===== config.mk =====
export PLATFORM = sky130hd
export DESIGN_NAME = fetch_top
export DESIGN_NICKNAME = d
export VERILOG_FILES = /design/src/hdl/fetch_pkg.sv /design/src/hdl/branch_dir_predictor.sv /design/src/hdl/branch_target_calc.sv /design/src/hdl/fetch_sequencer.sv /design/src/hdl/fetch_top.sv
export VERILOG_INCLUDE_DIRS = /design/src /design/src/hdl
export SDC_FILE = /design/constraint.sdc
export NUM_CORES = 1
export LEC_CHECK = 0
export BUFFER_PORTS_ARGS = -buffer_cell sky130_fd_sc_hd__buf_2
export CAP_MARGIN = 30
export CORE_ASPECT_RATIO = 1.25
export CORE_MARGIN = 1.5
export CORE_UTILIZATION = 53
export DETAILED_ROUTE_END_ITERATION = 8
export HOLD_SLACK_MARGIN = 0.1
export PLACE_DENSITY_LB_ADDON = 0.05
export SYNTH_ARGS = -nofsm -noshare
export SYNTH_HDL_FRONTEND = slang
export SYNTH_SLANG_ARGS = --single-unit

===== constraint.sdc =====
create_clock -name clk -period 4.5 [get_ports clk]
set_input_delay 0.675 -clock clk [delete_from_list [all_inputs] [get_ports clk]]
set_output_delay 0.675 -clock clk [all_outputs]
set_load 0.01 [all_outputs]

===== src/hdl/fetch_macros.svh =====
`ifndef FETCH_MACROS_SVH
`define FETCH_MACROS_SVH

// First fetch address out of reset
`define FETCH_PC_RESET 32'h0000_0000

// Request slots toward instruction memory
`define FETCH_MEM_CREDITS 4

// Slots in the decode input buffer
`define FETCH_DEC_CREDITS 2

// Two-bit counters in the direction table
// Indexed by PC[5:2]
`define FETCH_BHT_ENTRIES 16

// RV32I major opcodes seen by predecode
`define FETCH_OP_BRANCH 7'b1100011
`define FETCH_OP_JAL 7'b1101111

// addi x0, x0, 0
`define FETCH_NOP 32'h0000_0013

`endif


===== src/hdl/fetch_pkg.sv =====
`default_nettype none
`include "fetch_macros.svh"

package fetch_pkg;

	// Wrong-path tag, bumped on every PC redirect
	typedef logic [1:0] epoch_t;

	// Direction table index
	typedef logic [$clog2(`FETCH_BHT_ENTRIES)-1:0] bht_idx_t;

	// Fetch request to instruction memory
	typedef struct packed {
		logic [31:0] pc;
		epoch_t      epoch;
	} imem_req_t;

	// Memory echoes PC and epoch with the word
	typedef struct packed {
		logic [31:0] instr;
		logic [31:0] pc;
		epoch_t      epoch;
	} imem_rsp_t;

	// Word handed to decode, 65 bits
	typedef struct packed {
		logic [31:0] pc;
		logic [31:0] instr;
		logic        pred_taken;
	} fetch_out_t;

	// From execute, branch mispredict, jump or trap
	typedef struct packed {
		logic        valid;
		logic        trap;
		logic [31:0] target;
	} redirect_t;

	// Resolved conditional branch for training
	typedef struct packed {
		logic        valid;
		logic [31:0] pc;
		logic        taken;
	} resolve_t;

	// B-type layout, immediate split across the word
	typedef struct packed {
		logic       imm12;
		logic [5:0] imm10_5;
		logic [4:0] rs2;
		logic [4:0] rs1;
		logic [2:0] funct3;
		logic [3:0] imm4_1;
		logic       imm11;
		logic [6:0] opcode;
	} b_fmt_t;

	// J-type layout
	typedef struct packed {
		logic       imm20;
		logic [9:0] imm10_1;
		logic       imm11;
		logic [7:0] imm19_12;
		logic [4:0] rd;
		logic [6:0] opcode;
	} j_fmt_t;

	// Same word, two decodings
	typedef union packed {
		b_fmt_t b;
		j_fmt_t j;
	} instr_u;

endpackage

`default_nettype wire


===== src/hdl/branch_dir_predictor.sv =====
`timescale 1ns/1ps
`default_nettype none
`include "fetch_macros.svh"

module branch_dir_predictor
	import fetch_pkg::*;
(
	input  wire       clk,
	input  wire       rst_n,
	// Lookup by returned PC
	input  wire       bht_idx_t i_rd_idx,
	output logic      o_taken,
	// Training from execute
	input  wire       resolve_t i_resolve
);

	localparam int IDX_W = $bits(bht_idx_t);

	// Saturating counters, 0..1 not taken, 2..3 taken
	logic [1:0] cnt [`FETCH_BHT_ENTRIES];

	bht_idx_t   upd_idx;
	logic [1:0] upd_old;
	logic [1:0] upd_new;

	// Upper counter bit gives the direction
	// Read sees the pre-update value
	assign o_taken = cnt[i_rd_idx][1];

	// Word-aligned PC, drop the low two bits
	assign upd_idx = i_resolve.pc[IDX_W+1:2];
	assign upd_old = cnt[upd_idx];

	// Next count, clamped at both ends
	always_comb begin
		upd_new = upd_old;
		if (i_resolve.taken) begin
			if (upd_old != 2'd3) begin
				upd_new = upd_old + 2'd1;
			end
		end else begin
			if (upd_old != 2'd0) begin
				upd_new = upd_old - 2'd1;
			end
		end
	end

	// One update per cycle at most
	always_ff @(posedge clk) begin
		if (!rst_n) begin
			// Weakly not taken
			for (int i = 0; i < `FETCH_BHT_ENTRIES; i++) begin
				cnt[i] <= 2'd1;
			end
		end else if (i_resolve.valid) begin
			cnt[upd_idx] <= upd_new;
		end
	end

endmodule

`default_nettype wire


===== src/hdl/branch_target_calc.sv =====
`timescale 1ns/1ps
`default_nettype none
`include "fetch_macros.svh"

module branch_target_calc
	import fetch_pkg::*;
(
	input  wire         imem_rsp_t i_rsp,
	output logic        o_is_branch,
	output logic        o_is_jal,
	output logic [31:0] o_target
);

	instr_u      ins;
	logic [31:0] b_imm;
	logic [31:0] j_imm;
	logic [31:0] offset;

	assign ins = i_rsp.instr;

	// Opcode sits in the same bits in both views
	assign o_is_branch = (ins.b.opcode == `FETCH_OP_BRANCH);
	assign o_is_jal    = (ins.j.opcode == `FETCH_OP_JAL);

	// B immediate, 13 bits signed, bit 0 always zero
	assign b_imm = {
		{19{ins.b.imm12}},
		ins.b.imm12,
		ins.b.imm11,
		ins.b.imm10_5,
		ins.b.imm4_1,
		1'b0
	};

	// J immediate, 21 bits signed
	assign j_imm = {
		{11{ins.j.imm20}},
		ins.j.imm20,
		ins.j.imm19_12,
		ins.j.imm11,
		ins.j.imm10_1,
		1'b0
	};

	// Pick the view that matches the opcode
	assign offset = o_is_jal ? j_imm : b_imm;

	// PC-relative, relative to the echoed fetch PC
	assign o_target = i_rsp.pc + offset;

endmodule

`default_nettype wire


===== src/hdl/fetch_sequencer.sv =====
`timescale 1ns/1ps
`default_nettype none
`include "fetch_macros.svh"

module fetch_sequencer
	import fetch_pkg::*;
(
	input  wire         clk,
	input  wire         rst_n,
	// Memory request channel
	output imem_req_t   o_imem_req,
	output logic        o_imem_req_valid,
	input  wire         imem_rsp_t i_imem_rsp,
	input  wire         i_imem_rsp_valid,
	// Decode channel
	input  wire         i_dec_credit,
	output fetch_out_t  o_fetch,
	output logic        o_fetch_valid,
	// Execute redirect
	input  wire         redirect_t i_redirect,
	// Predictor and predecode results
	output bht_idx_t    o_bht_idx,
	input  wire         i_pred_taken,
	input  wire         i_is_branch,
	input  wire         i_is_jal,
	input  wire  [31:0] i_target
);

	// One counter width covers both credit pools
	localparam int CRED_MAX = (`FETCH_MEM_CREDITS > `FETCH_DEC_CREDITS) ?
		`FETCH_MEM_CREDITS : `FETCH_DEC_CREDITS;
	localparam int CRED_W = $clog2(CRED_MAX + 1);
	localparam logic [CRED_W-1:0] MEM_FULL = CRED_W'(`FETCH_MEM_CREDITS);
	localparam logic [CRED_W-1:0] DEC_FULL = CRED_W'(`FETCH_DEC_CREDITS);
	localparam int IDX_W = $bits(bht_idx_t);

	logic [31:0]       pc;
	epoch_t            epoch;
	logic              started;
	logic [CRED_W-1:0] mem_credits;
	logic [CRED_W-1:0] dec_credits;
	logic [CRED_W-1:0] in_flight;
	logic              req_fire;
	logic              rsp_match;
	logic              fwd;
	logic              fetch_pred;
	logic              pred_jump;

	// Requests outstanding at memory
	assign in_flight = MEM_FULL - mem_credits;

	// Issue only if every outstanding word already has a decode slot
	assign req_fire = started && (mem_credits != '0) && (in_flight < dec_credits);

	assign o_imem_req_valid = req_fire;
	assign o_imem_req.pc    = pc;
	assign o_imem_req.epoch = epoch;

	// Stale epoch means wrong path
	assign rsp_match = i_imem_rsp_valid && (i_imem_rsp.epoch == epoch);

	// Redirect in the same cycle kills the response too
	assign fwd = rsp_match && !i_redirect.valid;

	// JAL always, branch only on a taken counter
	assign fetch_pred = i_is_jal || (i_is_branch && i_pred_taken);
	assign pred_jump  = fwd && fetch_pred;

	// Table lookup follows the returning word
	assign o_bht_idx = i_imem_rsp.pc[IDX_W+1:2];

	// Hold off requests for the first cycle out of reset
	always_ff @(posedge clk) begin
		if (!rst_n) begin
			started <= 1'b0;
		end else begin
			started <= 1'b1;
		end
	end

	// Next PC, redirect beats prediction beats sequential
	always_ff @(posedge clk) begin
		if (!rst_n) begin
			pc <= `FETCH_PC_RESET;
		end else if (i_redirect.valid) begin
			pc <= i_redirect.target;
		end else if (pred_jump) begin
			pc <= i_target;
		end else if (req_fire) begin
			pc <= pc + 32'd4;
		end
	end

	// Any PC change retires whatever is still in flight
	always_ff @(posedge clk) begin
		if (!rst_n) begin
			epoch <= '0;
		end else if (i_redirect.valid || pred_jump) begin
			epoch <= epoch + 2'd1;
		end
	end

	// Memory credits, spent per request
	// Returned per response, wrong path included
	always_ff @(posedge clk) begin
		if (!rst_n) begin
			mem_credits <= MEM_FULL;
		end else begin
			case ({req_fire, i_imem_rsp_valid})
				2'b10:   mem_credits <= mem_credits - 1'b1;
				2'b01:   mem_credits <= mem_credits + 1'b1;
				default: mem_credits <= mem_credits;
			endcase
		end
	end

	// Decode credits, spent as a word is forwarded
	always_ff @(posedge clk) begin
		if (!rst_n) begin
			dec_credits <= DEC_FULL;
		end else begin
			case ({fwd, i_dec_credit})
				2'b10:   dec_credits <= dec_credits - 1'b1;
				2'b01:   dec_credits <= dec_credits + 1'b1;
				default: dec_credits <= dec_credits;
			endcase
		end
	end

	// One cycle from response to decode
	always_ff @(posedge clk) begin
		if (!rst_n) begin
			o_fetch_valid <= 1'b0;
		end else begin
			o_fetch_valid <= fwd;
		end
	end

	// Output word, a bubble shows NOP at the reset PC
	always_ff @(posedge clk) begin
		if (!rst_n) begin
			o_fetch.pc         <= `FETCH_PC_RESET;
			o_fetch.instr      <= `FETCH_NOP;
			o_fetch.pred_taken <= 1'b0;
		end else if (fwd) begin
			o_fetch.pc         <= i_imem_rsp.pc;
			o_fetch.instr      <= i_imem_rsp.instr;
			o_fetch.pred_taken <= fetch_pred;
		end
	end

endmodule

`default_nettype wire


===== src/hdl/fetch_top.sv =====
`timescale 1ns/1ps
`default_nettype none

module fetch_top
	import fetch_pkg::*;
(
	input  wire        clk,
	input  wire        rst_n,
	// Instruction memory
	output imem_req_t  o_imem_req,
	output logic       o_imem_req_valid,
	input  wire        imem_rsp_t i_imem_rsp,
	input  wire        i_imem_rsp_valid,
	// Decode
	input  wire        i_dec_credit,
	output fetch_out_t o_fetch,
	output logic       o_fetch_valid,
	// Execute
	input  wire        redirect_t i_redirect,
	input  wire        resolve_t i_resolve
);

	bht_idx_t    bht_idx;
	logic        pred_taken;
	logic        is_branch;
	logic        is_jal;
	logic [31:0] target;

	// Direction from the counter table
	branch_dir_predictor u_bdp (
		.clk       (clk),
		.rst_n     (rst_n),
		.i_rd_idx  (bht_idx),
		.o_taken   (pred_taken),
		.i_resolve (i_resolve)
	);

	// Target from the returned word itself
	branch_target_calc u_btc (
		.i_rsp       (i_imem_rsp),
		.o_is_branch (is_branch),
		.o_is_jal    (is_jal),
		.o_target    (target)
	);

	fetch_sequencer u_seq (
		.clk              (clk),
		.rst_n            (rst_n),
		.o_imem_req       (o_imem_req),
		.o_imem_req_valid (o_imem_req_valid),
		.i_imem_rsp       (i_imem_rsp),
		.i_imem_rsp_valid (i_imem_rsp_valid),
		.i_dec_credit     (i_dec_credit),
		.o_fetch          (o_fetch),
		.o_fetch_valid    (o_fetch_valid),
		.i_redirect       (i_redirect),
		.o_bht_idx        (bht_idx),
		.i_pred_taken     (pred_taken),
		.i_is_branch      (is_branch),
		.i_is_jal         (is_jal),
		.i_target         (target)
	);

endmodule

`default_nettype wire


# Word-level counts from Yosys, hierarchy flattened
# Memory sizes are Yosys's and may differ from the RTL's.
# Index checks and enable logic that the tools add are counted.
# classes
reduce_logical	15
muxes	17
n_eq_ne	8
addsub	10
magnitude_cmp	1
# ops
operator	n
32-bit 2-to-1 mux	3
32-bit by 3-bit adder with 32-bit output, second input constant	1
32-bit adder	1
20-bit 2-to-1 mux	1
7-bit equality test, second input constant	2
3-bit one-hot mux with 2 select lines	2
2-bit 2-to-1 mux	4
3-bit by 1-bit adder with 3-bit output, second input constant	2
1-bit logical AND	6
1-bit 2-to-1 mux	6
2-bit nonzero test	3
3-bit nonzero test	2
3-bit by 1-bit subtractor with 3-bit output, second input constant	2
2-bit by 1-bit adder with 2-bit output, second input constant	2
2-bit by 1-bit equality test with 1-bit output, second input constant	2
2-bit equality test, second input constant	2
4-bit 2-to-1 mux	1
3-bit less-than comparator	1
3-bit subtractor, first input constant	1
2-bit equality test	1
1-bit logical OR	2
2-bit inequality test, second input constant	1
2-bit OR reduction	1
2-bit by 1-bit subtractor with 2-bit output, second input constant	1
1-bit zero test	1
# word_totals
mem_count	1
input_bits	138
reg_bits	107
ram_bits	32
# memory_table
name	words	width	read_ports	rd_clocked_by_memory_dff	write_ports	line	text
u_bdp.cnt	16	2	2	0	16	branch_dir_predictor.sv:20	logic [1:0] cnt [`FETCH_BHT_ENTRIES];

# Longest topological paths before layout
# Gate-level depths: netlist of run 1.
# logic_depth
word_depth	6
mapped_depth	16

# Modules after synthesis
# A second synthesis of run 1 with hierarchy kept.
# unflattened
hier_cells	1033
area_unflattened_um2	8720.9
# by_module_without_submodules
module	cells_per_inst	instances	seq_area_each_um2	area_per_inst_um2
fetch_sequencer	613	1	2142.1	4962.3
branch_target_calc	276	1	0.0	2030.7
branch_dir_predictor	144	1	960.9	1727.9

# Worst setup path before layout of run 1
# Ideal clock, no wire load.
# synth_timing
path_type	input port to flip-flop
from	input port i_imem_rsp[35] (netlist bit)
to	register u_seq.pc[31]
slack_ps	387
path_stages	14
t_arrival_ps	4033
t_required_ps	4421
path_buffers	1
cell_sequence	nor2b_1 > nand4_1 > nor2_1 > clkbuf_1 > mux2_2 > fa_1 > a21oi_1 > o211ai_1 > a41oi_1 > o21ai_1 > a32oi_1 > a21oi_1 > mux2i_1 > a211oi_2
# synth_via
elab_chain_len	6
elab_cells_between_ends	10
cone_classes	add/sub: 1; eq/ne: 2; mux: 3; reduce/logical: 4
# synth_rtl
item	line	text
start: declaration	fetch_top.sv:12	input wire imem_rsp_t i_imem_rsp,
branches (longest 6 deep; another with 32-bit adder)	--	
end signal: assignment	fetch_sequencer.sv:84	pc <= `FETCH_PC_RESET;
end signal: assignment	fetch_sequencer.sv:86	pc <= i_redirect.target;
end signal: assignment	fetch_sequencer.sv:88	pc <= i_target;
end: declaration	fetch_sequencer.sv:37	logic [31:0] pc;
# Several ways; the timed one is not identified.
# A chain may end at the register's enable or synchronous reset.

# Worst setup path after layout of run 1
# layout_timing
from	input port i_imem_rsp[38] (netlist bit)
to	register u_seq.pc[31]
# The elaborated chain is that of the path after synthesis.

==> metrics.log, run 1 <==
INFO  metric syn_nets = 1198
INFO  metric layout-area-overhead-vs-synth = 21.9%
INFO  metric hold_class = reg -> reg
INFO  metric max_cap_violations = 0
INFO  metric antennaDiodeCount = 0
INFO  metric relSlewSlack = 42.2%
INFO  metric fin_skew = 0.0113 ns
INFO  metric netlist_instances = 1017
INFO  metric critPathTopFamily = compound AO/OA/AOI/OAI gates
INFO  metric antenna_violating_nets_post_route = 0
INFO  metric remaining_drc_errors = 0
INFO  metric wl_per_cell = 17.6 um
INFO  metric ys_ff_latch = 139
INFO  metric drt_iter0_markers = 635
INFO  metric netlist_area = 8320 um2
INFO  metric grt_overflow = 0
INFO  metric max_freq = 247 MHz
INFO  metric synth-edff-count = 32
INFO  metric worstReg2RegStart = u_seq.mem_credits[0]
INFO  metric die_width = 115 um
INFO  metric die_area = 16500 um2
INFO  metric finalHoldViolCount = 0
INFO  metric min_period_over_period = 89.9%
INFO  metric most_frequent_cells_in_the_layout = nand2_1, buf_2, a21oi_1
INFO  metric report.power.total = 3.82 mW
INFO  metric cts_setup_buffers = 0
INFO  metric route.vias.total = 8182
INFO  metric cts_inserted_buffers = 17
INFO  metric synthArstFlopShare = 0%
INFO  metric critPathArrivalTime = 4.35 ns
INFO  metric synth_compound_gate_area_share = 19.5%
INFO  metric postSynth.topFlopCell = dfxtp_1
INFO  metric first_global_vias = 7605
INFO  metric report.final.slew_viol_count = 0
INFO  metric yosys.cell_types.count = 66
INFO  metric io-pin-count = 239
INFO  metric yosysWarnings = 0
INFO  metric num_rows = 51
INFO  metric crit_startpoint = i_imem_rsp[38]
INFO  metric timing.hold.worst.start = u_seq.o_fetch[28]
INFO  metric peakVddDrop = 0.266 mV
INFO  metric grt_first_pass_wirelength = 39100 um
INFO  metric final_common_cell = nand2_1
INFO  metric wirelength = 25200 um
INFO  metric clock_transition_at_the_registers_of_the_reported_paths = 0.06 ns
INFO  metric clk_latency = 0.44 ns
INFO  metric timing.final.crit_period = 4.04 ns
INFO  metric regArea = 3100 um2
INFO  metric mean_instance_size_in_the_synthesized_netlist = 8.18 um2
INFO  metric initial_core_util = 53.9%
INFO  metric crit_path_cell_trace = buf_2, nor2b_1, nand4_1, nor2_1, buf_4, mux2_2, fa_1, a21oi_1, o211ai_1, a41oi_1, o21ai_1, a32oi_1, a21oi_1, mux2i_1, a211oi_2
INFO  metric core-area = 15400 um2
INFO  metric crit_path_end_kind = flop
INFO  metric finalSetupTns = 0 ns
INFO  metric post_synth_mux_area_share = 5.66%
INFO  metric yosysSeqAreaShare = 37.3%
INFO  metric synthSimpleGateAreaFrac = 21.8%
INFO  metric grt_start_max_net_pins = 65
INFO  metric fillerInstances = 1447
INFO  metric cts-hold-fix-buffers = 0
INFO  metric cts_sinks = 139
INFO  metric die_h = 143 um
INFO  metric setup-violations-final = 0
INFO  metric slowest_stage = fa_1
INFO  metric power_per_cell_area = 376 nW/um2
INFO  metric routed_via_density = 5.71
INFO  metric synth-adder-area-share = 7.00%
INFO  metric crit_fanout = 6
INFO  metric synth_xor_area_share = 4.74%
INFO  metric critical_path.n_buffers_inverters = 2
INFO  metric run_status = finished clean
INFO  metric cts_tree = done
INFO  metric grt_setup_unrepaired = false
INFO  metric cts_repair_resize_count = 0
INFO  metric clk_root_buffer_cell = clkbuf_16
INFO  metric nNetsFinal = 1388
INFO  metric cts-htree-levels = 4
INFO  metric post-dp-hpwl = 18600 um
INFO  metric slowest_delay = 0.46 ns
INFO  metric multi_input_area = 4880 um2
INFO  metric power_leakage = 4.32 nW
INFO  metric max-clock-path-buffers = 2
INFO  metric timing_worst_slew_pin_value = 0.860 ns
INFO  metric required = 4.81 ns
INFO  metric firstDrtPassIters = 5
INFO  metric place_congestion = 0.905
INFO  metric critPathMostFrequentCell = a21oi_1
INFO  metric global_route.usage.total = 30.9%
INFO  metric grt_antenna_before_repair = 0
INFO  metric final_util = 65.6%
INFO  metric port_buffers = 209
INFO  metric layout-drive-gt1-share = 23.8%
INFO  metric dominant_combinational_cell_family_by_area_after_synthesis = simple AND/OR/NAND/NOR gates
INFO  metric start_kind = input port
INFO  metric setup.worst_path.class = in -> reg
==> final timing paths <==
check	slack, ns	depth (start not counted)	end
hold reg to reg	0.45	2	u_seq.o_fetch[28]
hold / removal	0.45	2	u_seq.o_fetch[28]
setup reg to reg	1.52	12	u_seq.pc[31]
setup / recovery	0.46	15	u_seq.pc[31]
==> cells in the mapped netlist, types with 4 or more instances <==
master    number  share of area (%)
and3_1        12               0.90
a22o_1         4               0.42
o21ai_1       12               0.72
buf_2          8               0.48
dfxtp_1      107                 26
a21o_1        22                2.0
nor2b_1        7               0.53
and2_1         4               0.30
clkbuf_1      39                1.8
mux2i_1        8               0.96
or3_1          5               0.38
o21a_1         4               0.36
xor2_1        20                2.1
a22oi_1        7               0.63
mux4_2        11                3.0
a21oi_1      133                8.0
o221ai_1       6               0.63
nand4_1        8               0.60
nor3_1        23                1.4
buf_1          8               0.36
nand3_1       43                2.6
mux2_2         8                1.1
o21ai_0       39                2.3
a31oi_1        6               0.45
nor2_1        54                2.4
ha_1          40                6.0
nand2b_1       8               0.60
o22ai_1        4               0.30
nor4_1         8               0.60
xnor2_1       25                2.6
edfxtp_1      32                 12
a211oi_1       5               0.45
o211ai_1       9               0.81
inv_1         27                1.2
o31ai_1        5               0.45
nand2_1      212                9.6
and4_1         5               0.53
==> power by group <==
part / switching (mW) / internal, mW
combinational: 0.568 / 0.374
sequential: 0.0771 / 1.36
clock: 0.571 / 0.869
total: 1.22 / 2.60
==> cell families (layout without fill, tap and decap cells) <==
kind of cell | after synthesis | count (layout)
DFF | 139 | 139
adders and majority gates | 45 | 45
AOI/OAI and AO/OA | 272 | 272
muxes | 29 | 29
xor gates and xnor gates | 45 | 45
and+or+nand+nor | 401 | 401
buffers and inverters | 86 | 289
==> area by class of cell <==
class                           count  share of cell area [%]
Tap cell                          212                    2.62
Timing Repair Buffer              227                    11.7
Clock inverter                     15                    1.69
Sequential cell                   139                    30.6
Clock buffer                       17                    4.20
Multi-Input combinational cell    792                    48.1
Inverter                           30                    1.11
==> registers in the layout (all words and copies together), names as in the netlist <==
register / flops
u_seq.dec_credits: 3
u_seq.o_fetch: 65
u_seq.epoch: 2
u_bdp.cnt: 32
u_seq.mem_credits: 3
u_seq.started: 1
u_seq.pc: 32
u_seq.o_fetch_valid: 1
==> tightest hold or removal path, delay by kind of cell (launching register included) <==
family / cells / cell delay (ns)
flops: 1 / 0.30
compound gates: 1 / 0.05
simple gates: 1 / 0.05
==> metal layers <==
metal,global-route usage (%),share of wire (%)
met5,0,0
met3,5.52,5.3
met4,14.1,3.8
met1,37.9,41
met2,52.8,50
==> through the flow <==
stage	area [um2]	setup slack, ns	hold WS [ns]	instances
floorplan	8320	0.387	0.458	1017
global placement	9540	0.206	0.439	1400
detailed placement	9540	0.0940	0.443	1400
CTS	10100	0.511	0.452	1432
global route	10100	0.186	0.465	1432
finish	10100	0.456	0.448	1432
Note: power is estimated with default switching activity, not from simulation.
==> run 2: changes to the inputs <==
Settings changed: PLACE_DENSITY set to 0.83, PLACE_DENSITY_LB_ADDON 0.05 to unset.
==> metrics.log, run 2 (same netlist as run 1, synthesis figures left out) <==
INFO  metric die_width = 115 um
INFO  metric reg2reg_slack = 1.10 ns
INFO  metric timing_worst_slew_pin_value = 0.965 ns
INFO  metric timing.final.crit_period = 3.94 ns
INFO  metric hold_class = reg -> reg
INFO  metric cts_inserted_buffers = 17
INFO  metric final_util = 65.7%
INFO  metric most_frequent_cells_in_the_layout = nand2_1, buf_2, a21oi_1
INFO  metric report.power.total = 3.86 mW
INFO  metric clk_latency = 0.43 ns
INFO  metric global_route.usage.total = 31.0%
INFO  metric numPlacedInstances = 1399
INFO  metric antenna_violating_nets_post_route = 0
INFO  metric wl_per_cell = 17.9 um
INFO  metric multi_input_area = 4880 um2
INFO  metric power_per_cell_area = 381 nW/um2
INFO  metric cts_tree = done
INFO  metric count_of_non_filler_cells_in_the_finished_layout = 1432
INFO  metric setup.worst_path.class = in -> reg
INFO  metric max_freq = 254 MHz
INFO  metric num_rows = 51
INFO  metric clk_root_buffer_cell = clkbuf_16
INFO  metric worst-r2r-cell-count = 14
INFO  metric crit_path_end_kind = flop
INFO  metric final_common_cell = nand2_1
INFO  metric grt_overflow = 0
INFO  metric die_h = 143 um
INFO  metric io-pin-count = 239
INFO  metric fillerInstances = 1332
INFO  metric relSlewSlack = 35.2%
INFO  metric port_buffers = 209
INFO  metric max_cap_violations = 0
INFO  metric fin_skew = 0.0114 ns
INFO  metric routed_via_density = 5.88
INFO  metric dp_worst_setup_slack = 0.114 ns
INFO  metric cts_repair_resize_count = 0
INFO  metric remaining_drc_errors = 0
INFO  metric worst_min_delay_path_endpoint = u_seq.o_fetch[49]
INFO  metric cts_sinks = 139
INFO  metric cts-hold-fix-buffers = 0
INFO  metric wirelength = 25600 um
INFO  metric post-dp-hpwl = 18700 um
INFO  metric final.setup.worst_slack = 0.559 ns
INFO  metric nNetsFinal = 1387
INFO  metric initial_core_util = 53.9%
INFO  metric regToRegEndpoint = u_seq.mem_credits[2]
INFO  metric layout-drive-gt1-share = 23.7%
INFO  metric finalHoldViolCount = 0
INFO  metric first_global_vias = 7732
INFO  metric cts_setup_buffers = 0
INFO  metric grt_antenna_before_repair = 2
INFO  metric report.final.slew_viol_count = 0
INFO  metric max-clock-path-buffers = 2
INFO  metric net-switching-power = 1.24 mW
INFO  metric finalSetupTns = 0 ns
INFO  metric peakVddDrop = 0.339 mV
INFO  metric critPathArrivalTime = 4.29 ns
INFO  metric place_congestion = 0.916
INFO  metric start_kind = input port
INFO  metric pwr-share-comb = 24.8%
INFO  metric regArea = 3100 um2
INFO  metric setup-violations-final = 0
INFO  metric grt_start_max_net_pins = 67
INFO  metric layout-area-overhead-vs-synth = 22.0%
INFO  metric clock_power_share = 38.1%
INFO  metric cell_internal_pwr = 2.62 mW
INFO  metric core-area = 15400 um2
INFO  metric drt_iter0_markers = 998
INFO  metric die_area = 16500 um2
INFO  metric firstDrtPassIters = 6
INFO  metric grt_setup_unrepaired = false
INFO  metric run_status = finished clean
INFO  metric power.share.switching = 32.2%
INFO  metric route.vias.total = 8417
INFO  metric timing.hold.worst.start = u_seq.o_fetch[49]
INFO  metric worstReg2RegStart = u_seq.mem_credits[0]
INFO  metric clock_transition_at_the_registers_of_the_reported_paths = 0.06 ns
INFO  metric required = 4.85 ns
INFO  metric crit_fanout = 5
INFO  metric biggestRegsByFlops = u_seq.o_fetch (65), u_bdp.cnt (32), u_seq.pc (32)
INFO  metric grt_first_pass_wirelength = 39600 um
INFO  metric holdPathStages = 2
INFO  metric regMostFlops = u_seq.o_fetch
INFO  metric min_period_over_period = 87.6%
INFO  metric largest_register_ff_count = 65
INFO  metric cts-htree-levels = 4
INFO  metric power_leakage = 4.32 nW
INFO  metric share_seq_of_total_power = 37.1%
==> run 2: power by group through the flow <==
stage | logic (mW) | registers, mW | clock network (mW)
after floorplan | 0.600 | 1.47 | 0
after global placement | 0.906 | 1.45 | 0
after detailed placement | 0.932 | 1.46 | 0
after CTS | 0.947 | 1.43 | 1.48
after global routing | 1.05 | 1.44 | 1.52
final | 0.959 | 1.43 | 1.47
==> run 2: metal layers <==
| layer | global-route usage (%) | routed length [um] | up-vias |
|---|---|---|---|
| met5 | 0 | 13 | - |
| met4 | 16.0 | 1090 | 2 |
| met3 | 6.88 | 2310 | 89 |
| met2 | 50.7 | 12500 | 481 |
| met1 | 38.2 | 9730 | 3846 |
| li1 | - | - | 3999 |
==> run 2: per-stage QoR <==
stage | hold WS [ns] | cell area [um2]
after floorplan | 0.458 | 8320
after global placement | 0.439 | 9530
after detailed placement | 0.443 | 9530
after CTS | 0.451 | 10100
after global routing | 0.467 | 10100
final | 0.451 | 10100
==> run 2: how the worst max path moves through the flow <==
stage | from | to | slack, ns | depth (start not counted)
2_1_floorplan | i_imem_rsp[35] | u_seq.pc[31] | 0.39 | 14
3_3_place_gp | i_imem_rsp[38] | u_seq.pc[31] | 0.22 | 16
3_5_place_dp | i_imem_rsp[38] | u_seq.pc[31] | 0.11 | 16
4_1_cts | i_imem_rsp[38] | u_seq.pc[31] | 0.55 | 16
5_1_grt | i_imem_rsp[35] | u_seq.pc[25] | 0.24 | 16
6_report | i_imem_rsp[38] | u_seq.pc[31] | 0.56 | 16
==> run 2: final cells by class <==
type	instances	share of cell area [%]
Clock inverter	15	1.84
Sequential cell	139	30.6
Timing Repair Buffer	226	11.6
Multi-Input combinational cell	792	48.1
Inverter	30	1.11
Tap cell	212	2.61
Clock buffer	17	4.19
Antenna cell	1	0.0247
==> run 2: worst max-delay path: stages <==
cell and delay, ns:
buf_2 0.10, nor2b_1 0.27, nand4_1 0.17, nor2_1 0.24
mux2_2 0.38, ha_1 0.21, fa_1 0.43, a21oi_1 0.20
o211ai_1 0.12, a41oi_1 0.48, o21ai_1 0.22, a32oi_1 0.19
buf_4 0.17, a21oi_1 0.08, mux2i_1 0.15, a211oi_2 0.22
